<file path="config.mk">
export PLATFORM = sky130hd
export DESIGN_NAME = periph_addr_decode
export DESIGN_NICKNAME = d
export VERILOG_FILES = /design/src/design/periph_pkg.sv /design/src/design/periph_addr_decode.sv
export SDC_FILE = /design/constraint.sdc
export NUM_CORES = 1
export LEC_CHECK = 0
export ABC_AREA = 0
export BUFFER_PORTS_ARGS = -buffer_cell sky130_fd_sc_hd__buf_2
export CORE_AREA = 3 3 118 120
export DETAILED_ROUTE_END_ITERATION = 16
export DIE_AREA = 0 0 121 123
export PLACE_DENSITY = 0.38
export SLEW_MARGIN = 20
export SYNTH_ARGS = -nofsm -noshare
export SYNTH_HDL_FRONTEND = slang
export SYNTH_SLANG_ARGS = --single-unit
</file>
<file path="constraint.sdc">
create_clock -name clk_i -period 4 [get_ports clk_i]
set_clock_uncertainty 0.05 [all_clocks]
set_input_delay 0.2 -clock clk_i [delete_from_list [all_inputs] [get_ports clk_i]]
set_output_delay 0.2 -clock clk_i [all_outputs]
set_load 0.05 [all_outputs]
</file>
<file path="src/design/periph_pkg.sv">
`default_nettype none

package periph_pkg;

    // ------------------------------------------------------------
    // Bus widths
    // ------------------------------------------------------------
    localparam int ADDR_W = 32;
    localparam int DATA_W = 64;
    localparam int STRB_W = DATA_W / 8;             // One enable per byte

    typedef logic [ADDR_W-1:0] addr_t;              // Byte address
    typedef logic [DATA_W-1:0] data_t;
    typedef logic [STRB_W-1:0] strb_t;
    typedef logic [7:0]        led_t;               // LEDs and DIP switches

    // ------------------------------------------------------------
    // Address map
    // ------------------------------------------------------------
    localparam addr_t BOOT_BASE = 32'h0001_0000;
    localparam addr_t BOOT_LEN  = 32'h0000_1000;
    localparam addr_t GPIO_BASE = 32'h4000_0000;
    localparam addr_t GPIO_LEN  = 32'h0000_1000;

    // Boot RAM holds 64-bit words
    localparam int BOOT_WORDS = BOOT_LEN / STRB_W;

    typedef logic [$clog2(BOOT_WORDS)-1:0] boot_idx_t;

    // GPIO slot comes from addr[5:3]
    typedef logic [2:0] gpio_sel_t;

    localparam gpio_sel_t GPIO_SEL_SWITCH_LED = 3'd0;

    // Pattern returned for unmapped or unused locations
    localparam data_t ERR_DATA = {32'h0000_0000, 32'hDEAD_BEEF};

    // ------------------------------------------------------------
    // Decode regions
    // ------------------------------------------------------------
    typedef enum logic [1:0]
    {
        REGION_NONE,
        REGION_BOOT,
        REGION_GPIO
    } region_e;

    // ------------------------------------------------------------
    // Request and response
    // ------------------------------------------------------------
    typedef struct packed
    {
        logic  we;      // 1 = write
        addr_t addr;
        strb_t be;
        data_t wdata;
    } bus_req_t;

    typedef struct packed
    {
        data_t rdata;
        logic  err;     // Set for unmapped addresses
    } bus_rsp_t;

endpackage

`default_nettype wire

</file>
<file path="src/design/periph_addr_decode.sv">
`timescale 1ns/1ps
`default_nettype none

module periph_addr_decode
(
    input  wire                  clk_i,
    input  wire                  reset_i,
    input  logic                 req_valid_i,
    input  periph_pkg::bus_req_t req_i,
    output logic                 boot_req_valid_o,
    output logic                 gpio_req_valid_o,
    input  periph_pkg::data_t    boot_rdata_i,
    input  periph_pkg::data_t    gpio_rdata_i,
    output logic                 rsp_valid_o,
    output periph_pkg::bus_rsp_t rsp_o
);

    import periph_pkg::*;

    logic [ADDR_W-1:0] boot_off;        // Offset into each region
    logic [ADDR_W-1:0] gpio_off;
    region_e           region_d;
    region_e           region_q;
    logic              valid_q;
    logic              err_q;

    // ------------------------------------------------------------
    // Region match
    // ------------------------------------------------------------
    assign boot_off = req_i.addr - BOOT_BASE;
    assign gpio_off = req_i.addr - GPIO_BASE;

    always_comb
    begin
        if (boot_off < BOOT_LEN)
            region_d = REGION_BOOT;
        else if (gpio_off < GPIO_LEN)
            region_d = REGION_GPIO;
        else
            region_d = REGION_NONE;
    end

    // Single-cycle strobes, request payload goes straight through
    assign boot_req_valid_o = req_valid_i && (region_d == REGION_BOOT);
    assign gpio_req_valid_o = req_valid_i && (region_d == REGION_GPIO);

    // ------------------------------------------------------------
    // Response stage
    // ------------------------------------------------------------
    always_ff @(posedge clk_i)
    begin
        if (reset_i)
        begin
            valid_q  <= 1'b0;
            region_q <= REGION_NONE;
            err_q    <= 1'b0;
        end
        else
        begin
            valid_q <= req_valid_i;
            if (req_valid_i)
            begin
                region_q <= region_d;
                err_q    <= (region_d == REGION_NONE);
            end
        end
    end

    assign rsp_valid_o = valid_q;

    // Pick the data of whichever target was hit last cycle
    always_comb
    begin
        rsp_o.err = err_q;
        case (region_q)
            REGION_BOOT: rsp_o.rdata = boot_rdata_i;
            REGION_GPIO: rsp_o.rdata = gpio_rdata_i;
            default:     rsp_o.rdata = ERR_DATA;     // Unmapped
        endcase
    end

    // ------------------------------------------------------------
    // Checks
    // ------------------------------------------------------------
    a_one_target: assert property (@(posedge clk_i)
        !(boot_req_valid_o && gpio_req_valid_o))
        else $error("both target strobes high");

    // No stale response may leak out of reset
    a_rsp_after_reset: assert property (@(posedge clk_i)
        $past(reset_i) |-> !rsp_valid_o)
        else $error("response valid right after reset");

endmodule

`default_nettype wire

</file>
=== Word-level counts from Yosys, hierarchy flattened ===
Index checks and enable logic that the tools add are counted.

* Mux-type cells: 3
* Eq/ne operators: 4
* Reductions and logical operators: 3
* Order comparisons: 2
* Add/subtract/negate cells: 2

{| class="wikitable"
|+ Operator list
! kind !! number
|-
| case mux 64 bit (2 select lines) || 1
|-
| < comparator 32 x 13 -> 1 bit, second input constant || 2
|-
| subtractor 32 x 17 -> 32 bit, second input constant || 1
|-
| subtractor 32 x 31 -> 32 bit, second input constant || 1
|-
| == test 2 x 1 -> 1 bit, second input constant || 2
|-
| == test 2 bit, second input constant || 2
|-
| 2-to-1 mux 2 bit || 2
|-
| logical AND 1 bit || 2
|-
| logical NOT 2 bit || 1
|}

* Output and inout port bits: 68
* Bits in registers: 4
* Input port bits: 236

=== Longest topological paths before layout ===
* Word-level depth: 6
* Depth in mapped cells: 6
* Depth with buffers taken out: 4

=== Worst setup path before layout ===
OpenSTA, ideal clock, no wires.

* Path type: input to output
* From: input req_i[92] in the netlist's numbering
* To: output boot_req_valid_o
* Setup slack: 2.014 ns
* Arrival time: 1.736 ns
* Required time: 3.750 ns
* Path buffers: 0
* Stages on the path: 3
* Cells stage by stage: nor4_2 > nand3_2 > nor3_1

* Word-level cells in the longest chain between the ends: 6
* Elaborated cells between the ends (all ways): 8
* Classes of those cells: add/sub: 2; order compare: 2; eq/ne: 1; mux: 2; reduce/logical: 1

{| class="wikitable"
|+ Ends and longest elaborated chain
! item !! RTL line !! text
|-
| start, declared || periph_addr_decode.sv:9 || <nowiki>input periph_pkg::bus_req_t req_i,</nowiki>
|-
| subtractor 32 x 31 -> 32 bit || periph_addr_decode.sv:31 || <nowiki>assign gpio_off = req_i.addr - GPIO_BASE;</nowiki>
|-
| < comparator 32 x 13 -> 1 bit || periph_addr_decode.sv:37 || <nowiki>else if (gpio_off < GPIO_LEN)</nowiki>
|-
| 2-to-1 mux 2 bit || periph_addr_decode.sv:37 ||
|-
| 2-to-1 mux 2 bit * || periph_addr_decode.sv:35 || <nowiki>if (boot_off < BOOT_LEN)</nowiki>
|-
| == test 2 x 1 -> 1 bit * || periph_addr_decode.sv:44 || <nowiki>assign boot_req_valid_o = req_valid_i && (region_d == REGION_BOOT);</nowiki>
|-
| logical AND 1 bit * || periph_addr_decode.sv:44 ||
|-
| end, declared || periph_addr_decode.sv:10 || <nowiki>output logic boot_req_valid_o,</nowiki>
|}

Mark *: on every way between the ends. The rest lies on a longest branch, timed or not.

==> impl_metrics.toml <==
[timing]
rsz0062_at_grt = "no"
worst_pin_slew_ps = 665
max_freq_ghz = 0.406
final.setup.tns_ps = 0
timing.final.crit_period_ps = 2460
relSlewSlack_pct = 55.6
maxSlewViolCount = 0
post-route-period-util_pct = 61.5
setup_viol = 0
worst_slack_ps = 1540
hold_viol = 0

[setup_path]
crit_path_end_kind = "primary output"
critPathLaunch = "region_q[1]$_SDFFE_PP0P_"
crit_fanout = 34
r2r_cells = 3
slowest_stage = "ha_2"
worst-r2r-setup-slack_ps = 2990
r2r-start = "region_q[0]$_SDFFE_PP0P_"
worstPathArrival_ps = 2210
crit_chain = "inv_1 -> ha_2 -> buf_4 -> a22oi_1 -> nor2_1 -> buf_2"
startpoint_type = "register"
max_stage_delay_ps = 610
cp.required_ps = 3750
worstSetupPathType = "reg -> out"

[global_routing]
grt_pass1_wl_mm = 9.17
antenna_found_initial = 1
grt_max_degree = 65
grt_pass1_vias = 1844
overflow = 0
track_usage_pct = 7.55

[drt]
avgRoutedWirePerCell_um = 12.3
ant_nets = 0
firstDrtPassIters = 4
drt-initial-drc-count = 74
drc = 0
via_per_inst = 3.93
via_count = 2091
wl_mm = 6.54

[die]
die_h_um = 123
fp-row-count = 42
die_x_um = 121
ios = 304
dieArea_um2 = 14900
core-area_um2 = 13100
start_util_pct = 7.98

[placed_design]
port_buffers = 218
dp_hpwl_mm = 5.24
dpl-instance-area_um2 = 2280
pre_cts_slack_ps = 1660
place_congestion = 0.729

[layout]
area_growth_pct = 127
final_area_um2 = 2370
layout.nets = 595
final_util_pct = 18.1
layout-drive-gt1-share_pct = 64.2
mostFrequentLayoutCells = "buf_2 (218), nor2_1 (42), a22oi_1 (40)"
final_common_cell = "buf_2"

[run]
max_cap_violations = 0

[clock_tree]
cts_made_buffers = 3
post_cts_buffers = 0
clock-root-buffer = "clkbuf_16"
clock-sinks = 4
cts_buffer_depth = 2
path_clk_slew_ps = 30
cts_resized = 0
htree_levels = 1
hold_buffers = 0
cts_tree = "yes"
insertion_delay_ps = 220

[run_status]
outcome = "completed"

[logic_synthesis]
yosysUniqueCellTypes = 23
yosys.area.top_type_share_pct = 28.7
synth.area.top_cells = "a22oi_1 (29%), a221o_1 (23%), nor2_1 (15%), dfxtp_1 (7.7%), clkbuf_1 (4.3%)"
syn-cell-area_um2 = 1040
synth_seq_area_share_pct = 7.66
syn_nets = 392
synthCells = 154
ys_ff_latch = 4
yosys_warnings = 0
synth_area_leader_cell = "a22oi_1"
syn_area_per_cell_um2 = 6.78

[min_path]
hp-start = "reset_i"
hold_depth = 2
hold_class = "in -> reg"

[power_and_ir_drop]
p_per_area_nw_per_um2 = 120
leakage_nw = 1.11
irDropWorstVdd_uv = 93.5
## logic make-up after synthesis
family,Yosys count,synth area share (%)
and+or+nand+nor,57,26.1
buffers and inverters,24,9.58
DFF,4,7.66
AOI/OAI and AO/OA,67,54.3
adders and majority gates,2,2.39
## worst paths after layout
kind	endpoint
setup / recovery	rsp_o[47]
hold / removal	rsp_valid_o$_SDFF_PP0_
setup reg to reg	region_q[0]$_SDFFE_PP0P_
hold reg to reg	err_q$_SDFFE_PP0P_
## metrics by stage
stage	hold slack [ps]	power (mW)	std cells
after global routing	204	0.300	532
after floorplan	222	0.0534	154
after CTS	159	0.289	531
final	157	0.284	532
after detailed placement	396	0.131	528
after global placement	391	0.128	528
## synth_stat cells
cell / instances
clkbuf_1: 12
a221o_1: 24
buf_4: 1
buf_2: 5
nor3_1: 3
nor4_2: 1
or3_1: 2
nor4b_1: 1
buf_1: 4
nor2b_1: 1
a22oi_1: 40
ha_1: 2
dfxtp_1: 4
nor4_1: 1
and2_1: 1
nor4_4: 1
o31a_1: 1
inv_1: 2
nand2b_1: 2
nand2_1: 1
o41ai_1: 2
nand3_2: 1
nor2_1: 42
## critical path: cells and delay by family (launching register included)
family / cells / cell delay (ps)
compound gates: 1 / 110
fa+ha+maj: 1 / 610
buf+inv: 3 / 820
flops: 1 / 320
simple gates: 1 / 130
## sequential cells by signal, indices dropped and copies added, names as in the netlist
name and cells:
rsp_valid_o 1, region_q 2, err_q 1
## layout make-up
| type | count | area, um2 |
|---|---|---|
| antenna | 1 | 2.50 |
| clock buffer | 3 | 75.1 |
| fill | 1513 | 10700 |
| inverter | 2 | 7.51 |
| multi-input combinational | 126 | 880 |
| sequential | 4 | 80.1 |
| tap | 176 | 220 |
| timing repair buffer | 220 | 1110 |
## power by group
part	leakage (nW)	internal [mW]	switching (mW)
Clock	0.0370	0.128	0.0272
Combinational	1.04	0.0552	0.0325
Sequential	0.0328	0.0415	0.000462
## layer usage
layer	global-route usage, %	routed length (um)	part of all wire [%]	up-vias
li1	-	-	-	1019
met1	9.11	2580	40	931
met2	13.8	3250	50	137
met3	1.60	655	10	4
met4	1.49	48	0.73	0
met5	0	0	0	-
Power figures use the tool's default switching activity.
