**src/design/periph_pkg.sv**
```systemverilog
`default_nettype none

package periph_pkg;

    // ------------------------------------------------------------
    // Bus widths
    // ------------------------------------------------------------
    localparam int ADDR_W = 32;
    localparam int DATA_W = 64;
    localparam int STRB_W = DATA_W / 8;             // One enable per byte

    typedef logic [ADDR_W-1:0] addr_t;              // Byte address
    typedef logic [DATA_W-1:0] data_t;
    typedef logic [STRB_W-1:0] strb_t;
    typedef logic [7:0]        led_t;               // LEDs and DIP switches

    // ------------------------------------------------------------
    // Address map
    // ------------------------------------------------------------
    localparam addr_t BOOT_BASE = 32'h0001_0000;
    localparam addr_t BOOT_LEN  = 32'h0000_1000;
    localparam addr_t GPIO_BASE = 32'h4000_0000;
    localparam addr_t GPIO_LEN  = 32'h0000_1000;

    // Boot RAM holds 64-bit words
    localparam int BOOT_WORDS = BOOT_LEN / STRB_W;

    typedef logic [$clog2(BOOT_WORDS)-1:0] boot_idx_t;

    // GPIO slot comes from addr[5:3]
    typedef logic [2:0] gpio_sel_t;

    localparam gpio_sel_t GPIO_SEL_SWITCH_LED = 3'd0;

    // Pattern returned for unmapped or unused locations
    localparam data_t ERR_DATA = {32'h0000_0000, 32'hDEAD_BEEF};

    // ------------------------------------------------------------
    // Decode regions
    // ------------------------------------------------------------
    typedef enum logic [1:0]
    {
        REGION_NONE,
        REGION_BOOT,
        REGION_GPIO
    } region_e;

    // ------------------------------------------------------------
    // Request and response
    // ------------------------------------------------------------
    typedef struct packed
    {
        logic  we;      // 1 = write
        addr_t addr;
        strb_t be;
        data_t wdata;
    } bus_req_t;

    typedef struct packed
    {
        data_t rdata;
        logic  err;     // Set for unmapped addresses
    } bus_rsp_t;

endpackage

`default_nettype wire

```
**src/design/gpio_regs.sv**
```systemverilog
`timescale 1ns/1ps
`default_nettype none

module gpio_regs
(
    input  wire                  clk_i,
    input  wire                  reset_i,
    input  logic                 req_valid_i,
    input  periph_pkg::bus_req_t req_i,
    input  periph_pkg::led_t     dip_switches_i,
    output periph_pkg::led_t     leds_o,
    output periph_pkg::data_t    rdata_o
);

    import periph_pkg::*;

    gpio_sel_t sel;
    gpio_sel_t sel_q;       // Slot of the last request
    logic      slot0_wr;
    logic      led_wr;
    led_t      led_q;

    // Register slot from addr[5:3]
    assign sel = req_i.addr[5:3];

    // ------------------------------------------------------------
    // Write decode
    // ------------------------------------------------------------
    assign slot0_wr = req_valid_i && req_i.we && (sel == GPIO_SEL_SWITCH_LED);

    // Only byte 0 of the word reaches the LEDs
    assign led_wr = slot0_wr && req_i.be[0];

    always_ff @(posedge clk_i)
    begin
        if (reset_i)
        begin
            led_q <= '0;    // LEDs dark after reset
        end
        else if (led_wr)
        begin
            led_q <= req_i.wdata[7:0];
        end
    end

    assign leds_o = led_q;

    // ------------------------------------------------------------
    // Read path
    // ------------------------------------------------------------
    always_ff @(posedge clk_i)
    begin
        if (req_valid_i)
            sel_q <= sel;
    end

    // Switches are taken live in the response cycle
    always_comb
    begin
        if (sel_q == GPIO_SEL_SWITCH_LED)
            rdata_o = data_t'(dip_switches_i);
        else
            rdata_o = ERR_DATA;     // Unused slot
    end

    // ------------------------------------------------------------
    // Checks
    // ------------------------------------------------------------
    // LEDs may only move after a slot 0 write
    a_leds_stable: assert property (@(posedge clk_i) disable iff (reset_i)
        !slot0_wr |=> $stable(leds_o))
        else $error("leds_o changed without a slot 0 write");

endmodule

`default_nettype wire

```
**config.mk**
```make
export PLATFORM = sky130hd
export DESIGN_NAME = gpio_regs
export DESIGN_NICKNAME = d
export VERILOG_FILES = /design/src/design/periph_pkg.sv /design/src/design/gpio_regs.sv
export SDC_FILE = /design/constraint.sdc
export NUM_CORES = 1
export LEC_CHECK = 0
export ABC_AREA = 1
export ABC_CLOCK_PERIOD_IN_PS = 1710
export BUFFER_PORTS_ARGS = -buffer_cell sky130_fd_sc_hd__buf_2
export CAP_MARGIN = 10
export CORE_AREA = 2 2 73 75
export CTS_CLUSTER_SIZE = 40
export DETAILED_ROUTE_END_ITERATION = 6
export DIE_AREA = 0 0 75 77
export PLACE_DENSITY = 0.66
export REMOVE_ABC_BUFFERS = 1
export SYNTH_ARGS = -nofsm -noshare
export SYNTH_HDL_FRONTEND = slang
export SYNTH_SLANG_ARGS = --single-unit
```
**constraint.sdc**
```tcl
create_clock -name clk_i -period 1.71 [get_ports clk_i]
set_input_delay 0.0855 -clock clk_i [delete_from_list [all_inputs] [get_ports clk_i]]
set_output_delay 0.0855 -clock clk_i [all_outputs]
set_load 0.03 [all_outputs]
```
* Word-level counts from Yosys, hierarchy flattened
Index checks and enable logic that the tools add are counted.
Cells by class: reduce and logical (&&, ||, !) cells 5, muxes and demuxes 1
Operators with widths (count):
- 2-to-1 mux 32 bit | 1
- logical NOT 3 bit | 2
- logical AND 1 bit | 3
Storage, ports and cells: bits of input ports 116, word-level logic and storage cells 8, output and inout port bits 72, flip-flop bits (word level) 11

* Logic depth before layout (Yosys ltp)
Gate-level depths: netlist of the first run.
word-level depth 3, depth in mapped cells 6

* Least setup slack after synthesis of the first run
OpenSTA, ideal clock, no wires.
path type register to output, from reg sel_q[1], to out rdata_o[4], path buffers 0, cell stages (with the launch flop) 4, arrival 1.224 ns, required time 1.624 ns, setup slack 0.401 ns, cells stage by stage edfxtp_1 > nor3_1 > inv_2 > nor2_1
On the way: word-level cells in the longest chain between the ends 2
RTL lines:
- start, declared | line gpio_regs.sv:18 | gpio_sel_t sel_q;
- start signal, assigned | line gpio_regs.sv:54 | sel_q <= sel;
- logical NOT 3 bit | line gpio_regs.sv:60 | if (sel_q == GPIO_SEL_SWITCH_LED)
- 2-to-1 mux 32 bit | line gpio_regs.sv:60
- end, declared | line gpio_regs.sv:12 | output periph_pkg::data_t rdata_o
No other way between the ends.

* Final worst setup path of the first run
from reg sel_q[1], to out rdata_o[3]
The elaborated chain is that of the path after synthesis.

==> results of run 1 <==
layout by cell type (no fill, tap or decap), drive strengths merged:
cell / instances
nand3: 9
dfxtp: 8
inv: 30
nand2: 18
clkinvlp: 1
nor2: 12
clkbuf: 4
buf: 56
nor3: 1
conb: 39
or2: 7
edfxtp: 3
state kept, by name, indices dropped and copies added, names as in the netlist:
| signal | cells |
|---|---|
| sel_q | 3 |
| leds_o | 8 |
per-stage QoR:
step / instances / power [mW] / utilization
after CTS: 257 / 0.824 / 0.232
after global placement: 253 / 0.569 / 0.223
after floorplan: 127 / 0.502 / -
final: 258 / 0.826 / 0.236
after global routing: 258 / 0.873 / 0.236
after detailed placement: 253 / 0.569 / 0.223
worst reg2reg max path, delay by kind of cell, from the launching register on:
| family | cells | cell delay (ns) |
|---|---|---|
| flops | 1 | 0.32 |
| simple gates | 2 | 0.14 |
| buf+inv | 2 | 0.08 |
kinds of logic after synthesis:
kind of cell | count (synthesis)
buffers and inverters | 85
DFF | 11
other | 1
and+or+nand+nor | 47
repair_timing:
item | 4_1_cts | 5_1_grt
hold buffers | 0 | 0
setup buffers | 0 | 0
setup endpoints to repair | 0 | 4
resized for setup | 0 | 3
worst paths after layout:
path / to / startpoint / slack [ns] / cells past startpoint
worst max register to register: leds_o[4] / leds_o[4] / 1.11 / 4
worst max-delay path: rdata_o[3] / sel_q[1] / 0.12 / 4
worst min register to register: leds_o[3] / leds_o[3] / 0.50 / 4
worst min-delay path: sel_q[2] / req_i[77] / 0.08 / 1
layer usage:
layer  up-vias  share of wire  GRT usage
met4         0          0.018     0.0321
met1       305           0.39     0.0739
met3         4           0.13     0.0118
met2        74           0.46      0.108
met5         -              0          0
li1        409              -          -
power by group through the flow:
stage	sequential, mW	combinational (mW)	clock [mW]
floorplan	0.289	0.213	0
global placement	0.284	0.284	0
detailed placement	0.285	0.285	0
CTS	0.280	0.285	0.260
global route	0.283	0.313	0.277
finish	0.283	0.289	0.254
cell type report:
type / count / area, sq um / area share
Multi-Input combinational cell: 86 / 389 / 0.332
Timing Repair Buffer: 56 / 280 / 0.239
Sequential cell: 11 / 250 / 0.213
Inverter: 30 / 113 / 0.0961
Tap cell: 70 / 87.6 / 0.0747
Clock buffer: 4 / 45.0 / 0.0384
Timing Repair inverter: 1 / 7.51 / 0.00640
==> impl_metrics.json, run 1 <==
{
  "status": "complete, no violations",
  "rsz0062_at_grt": "no",
  "synth_compound_area_frac": 0,
  "fin_ws_ns": 0.120,
  "cts-root-buf": "clkbuf_8",
  "antenna_left": 0,
  "antenna_cells": 0,
  "clk_pin_slew_ns": 0.05,
  "synth_warnings": 0,
  "crit_path_cell_trace": "nor3_4, inv_2, or2_1, buf_2",
  "worst_clock_skew_ns": 0,
  "first_global_vias": 581,
  "finalSetupViolCount": 0,
  "synth_simple_gate_area_frac": 0.229,
  "clk_latency_ns": 0.23,
  "synth_common_cells": "55 x buf_4, 29 x inv_1, 18 x nand2_1",
  "whs_ns": 0.0762,
  "core.rowCount": 26,
  "syn_area_sq_mm": 0.00101,
  "grt_max_degree": 26,
  "routed_wirelength_um": 2090,
  "track_usage": 0.0636,
  "cpPeakStageDelay_ns": 0.41,
  "cp_data_required_time_ns": 1.62,
  "clkSinkCount": 11,
  "synth_seq_cells": 11,
  "synthAdderAreaFrac": 0,
  "via_per_inst": 3.07,
  "antenna_found_initial": 0,
  "slowest_stage": "edfxtp_1",
  "syn_inst": 144,
  "hold_path.class": "in2reg",
  "clkPwrFrac": 0.307,
  "port_buffers": 56,
  "async_reset_ff_frac": 0,
  "cts_made_buffers": 3,
  "area_growth_pct": 16.0,
  "drcViolationCount": 0,
  "synth_seq_area_share": 0.248,
  "synthTopCellsByArea": "buf_4 41%, dfxtp_1 16%, inv_1 11%",
  "grt.overflow.total": 0,
  "period_share": 0.930,
  "fin_area_sq_mm": 0.00117,
  "avgSynthCellArea_sq_um": 7.02,
  "crit_type": "reg2out",
  "grt_first_pass_wirelength_um": 2700,
  "critical-path-top-delay-family": "simple AND/OR/NAND/NOR gates",
  "power_frac_seq": 0.343,
  "fin_tns_setup_ns": 0,
  "dieHeight_um": 77,
  "nets": 305,
  "synthFlopType": "dfxtp_1",
  "min_period_ns": 1.59,
  "synth_top_family_by_area": "buffers and inverters",
  "power_density_mw_per_mm2": 704,
  "worst-path-max-fanout": 13,
  "yosysTopAreaCell": "buf_4",
  "path_buf_inv": 2,
  "switching_share": 0.400,
  "num_vias": 792,
  "dp_hpwl_um": 1710,
  "synth_xor_area_frac": 0,
  "cts_buffer_depth": 2,
  "dieArea_sq_mm": 0.00578,
  "synth_cell_types": 14,
  "fmax_mhz": 629,
  "initial_utilization": 0.203,
  "synth.most_common_cell": "buf_4",
  "synth_top_cell_area_share": 0.408,
  "cp-start-kind": "flop",
  "first_pass_iters": 3,
  "htree_levels": 1,
  "p_comb_frac": 0.350,
  "maxSlewViolCount": 0,
  "synth_edf_count": 3,
  "dpl_cell_area_sq_mm": 0.00111,
  "die_x_um": 75,
  "fillers": 563,
  "post-place-ws_ns": 0.347,
  "p_leak_nw": 0.659,
  "internal-power_uw": 495,
  "cap_violations": 0,
  "avgRoutedWirePerCell_um": 8.11,
  "finalWeightedCongestion": 0.701,
  "hold_violations": 0,
  "pin_count": 188,
  "cts_tree": "yes",
  "ir_drop_mv": 0.551,
  "p_sw_uw": 331,
  "drt_first_iter_violations": 14,
  "muxShareOfSynthArea": 0,
  "crit_arrival_ns": 1.50,
  "drive_gt1_frac": 0.351,
  "coreArea_sq_mm": 0.00498,
  "endpoint_kind": "output port"
}
No activity file was read; power rests on OpenSTA's default activity.
==> run 2: changes to the inputs <==
--- a/config.mk
+++ b/config.mk
@@ -15,6 +15,7 @@
 export DIE_AREA = 0 0 75 77
 export PLACE_DENSITY = 0.66
 export REMOVE_ABC_BUFFERS = 1
+export SETUP_SLACK_MARGIN = 0.4
 export SYNTH_ARGS = -nofsm -noshare
 export SYNTH_HDL_FRONTEND = slang
 export SYNTH_SLANG_ARGS = --single-unit
==> run 2 against run 1 <==
Against the previous run:
- worst setup slack better by 0.090 ns
- total power rose by 4.8%
- sequential power about the same
- combinational power grew 14%
- hold slack hardly changed
- global-route usage increased by 0.26 points
- first-iteration DRC count stayed put
- sequential share of layout area decreased by 2.2 points
- critical path depth rose by 1
- largest cell class is now non-clock buffers
- largest power group unchanged
==> impl_metrics.json, run 2 (same netlist as run 1, synthesis figures left out) <==
{
  "period_share": 0.877,
  "crit_type": "reg2out",
  "dpl_cell_area_sq_mm": 0.00111,
  "status": "complete, no violations",
  "num_vias": 817,
  "slowest_stage": "edfxtp_1",
  "clk_latency_ns": 0.23,
  "fin_ws_ns": 0.210,
  "cts-root-buf": "clkbuf_8",
  "fin_area_sq_mm": 0.00130,
  "utilization": 0.262,
  "fmax_mhz": 667,
  "dieHeight_um": 77,
  "cp-start-kind": "flop",
  "cts_made_buffers": 3,
  "power_density_mw_per_mm2": 664,
  "total_power_uw": 866,
  "pin_count": 188,
  "via_per_inst": 3.11,
  "dp_hpwl_um": 1710,
  "drcViolationCount": 0,
  "grt.overflow.total": 0,
  "finalSetupViolCount": 0,
  "avgRoutedWirePerCell_um": 8.33,
  "first_pass_iters": 3,
  "drt_first_iter_violations": 14,
  "hold_violations": 0,
  "holdPathEnd": "sel_q[2]",
  "endpoint_kind": "output port",
  "port_buffers": 56,
  "clk_pin_slew_ns": 0.05,
  "worst-path-max-fanout": 6,
  "dieArea_sq_mm": 0.00578,
  "core.rowCount": 26,
  "fin_tns_setup_ns": 0,
  "cpMostUsedCell": "buf_6",
  "clkSinkCount": 11,
  "crit_arrival_ns": 1.41,
  "hold_depth": 1,
  "postCtsHoldBufs": 0,
  "antenna_cells": 0,
  "layout_commonest_cell": "buf_2",
  "grt_max_degree": 14,
  "rrSetupSlack_ns": 1.11,
  "finalWeightedCongestion": 0.701,
  "rsz0062_at_grt": "yes",
  "antenna_found_initial": 0,
  "track_usage": 0.0663,
  "reg2regPathDepth": 4,
  "layout_common_cells": "42 x buf_2, 39 x conb_1, 29 x inv_1, 18 x nand2_1, 15 x buf_6",
  "htree_levels": 1,
  "initial_utilization": 0.203,
  "first_global_vias": 599,
  "p_leak_nw": 0.727,
  "drive_gt1_frac": 0.368,
  "final_cells": 263,
  "cp_data_required_time_ns": 1.62,
  "r2r_start": "leds_o[4]",
  "ir_drop_mv": 0.552,
  "hp-start": "req_i[77]",
  "cts_tree": "yes",
  "die_x_um": 75,
  "hold_path.class": "in2reg",
  "nets": 310,
  "antenna_left": 0,
  "largest_register_ff_count": 8,
  "crit_path_cell_trace": "nor3_4, buf_6, clkinvlp_4, buf_6, buf_6",
  "fillers": 535,
  "worst_clock_skew_ns": 0,
  "routed_wirelength_um": 2190,
  "cts_buffer_depth": 2,
  "cap_violations": 0,
  "r2r_end": "leds_o[4]",
  "coreArea_sq_mm": 0.00498,
  "whs_ns": 0.0762,
  "cpPeakStageDelay_ns": 0.41,
  "place_inst": 253,
  "area_growth_pct": 29.0,
  "grt_first_pass_wirelength_um": 2820,
  "maxSlewViolCount": 0,
  "post-place-ws_ns": 0.347,
  "min_period_ns": 1.50
}
run 2: changes by cell type in the layout (fill, tap and decap cells not counted), sizes merged:
cell  before  now
buf       56   61
run 2: timing repair:
item | CTS | global route
cloned | 1 | 1
pin swaps | 1 | 1
buffers inserted | 2 | 2
setup endpoints to repair | 25 | 25
gates resized for setup | 3 | 45
run 2: power breakdown:
group	total, mW	leakage, nW	switching, mW	internal (mW)
combinational	0.329	0.610	0.242	0.0868
sequential	0.283	0.0939	0.00546	0.277
clock	0.254	0.0228	0.0907	0.163
run 2: worst max path at each step:
| stage | to | cells past startpoint | slack, ns | from |
|---|---|---|---|---|
| finish | rdata_o[18] | 5 | 0.21 | sel_q[1] |
| global route | rdata_o[6] | 4 | 0.16 | sel_q[1] |
| CTS | rdata_o[19] | 5 | 0.20 | sel_q[2] |
| detailed placement | rdata_o[3] | 4 | 0.35 | sel_q[1] |
| global placement | rdata_o[3] | 4 | 0.31 | sel_q[1] |
| floorplan | rdata_o[4] | 3 | -0.91 | sel_q[1] |
run 2: worst max-delay path, delay by kind of cell, from the launching register on:
family / cells / cell delay (ns)
buffers and inverters: 4 / 0.50
flip-flops: 1 / 0.41
AND/OR/NAND/NOR: 1 / 0.27
run 2: metal layers:
| layer | track usage | vias to the layer above | part of all wire |
|---|---|---|---|
| met4 | 0.0321 | 0 | 0.017 |
| met3 | 0.0118 | 4 | 0.13 |
| met5 | 0 | - | 0 |
| met2 | 0.112 | 74 | 0.47 |
| li1 | - | 419 | - |
| met1 | 0.0779 | 320 | 0.38 |
run 2: layout make-up:
type	count	area, sq um	share of cell area
clock buffers	4	45.0	0.0345
inverters	30	115	0.0883
multi-input cells	86	389	0.298
flip-flops and latches	11	250	0.192
well taps	70	87.6	0.0672
repair buffers	61	409	0.314
repair inverters	1	7.51	0.00576
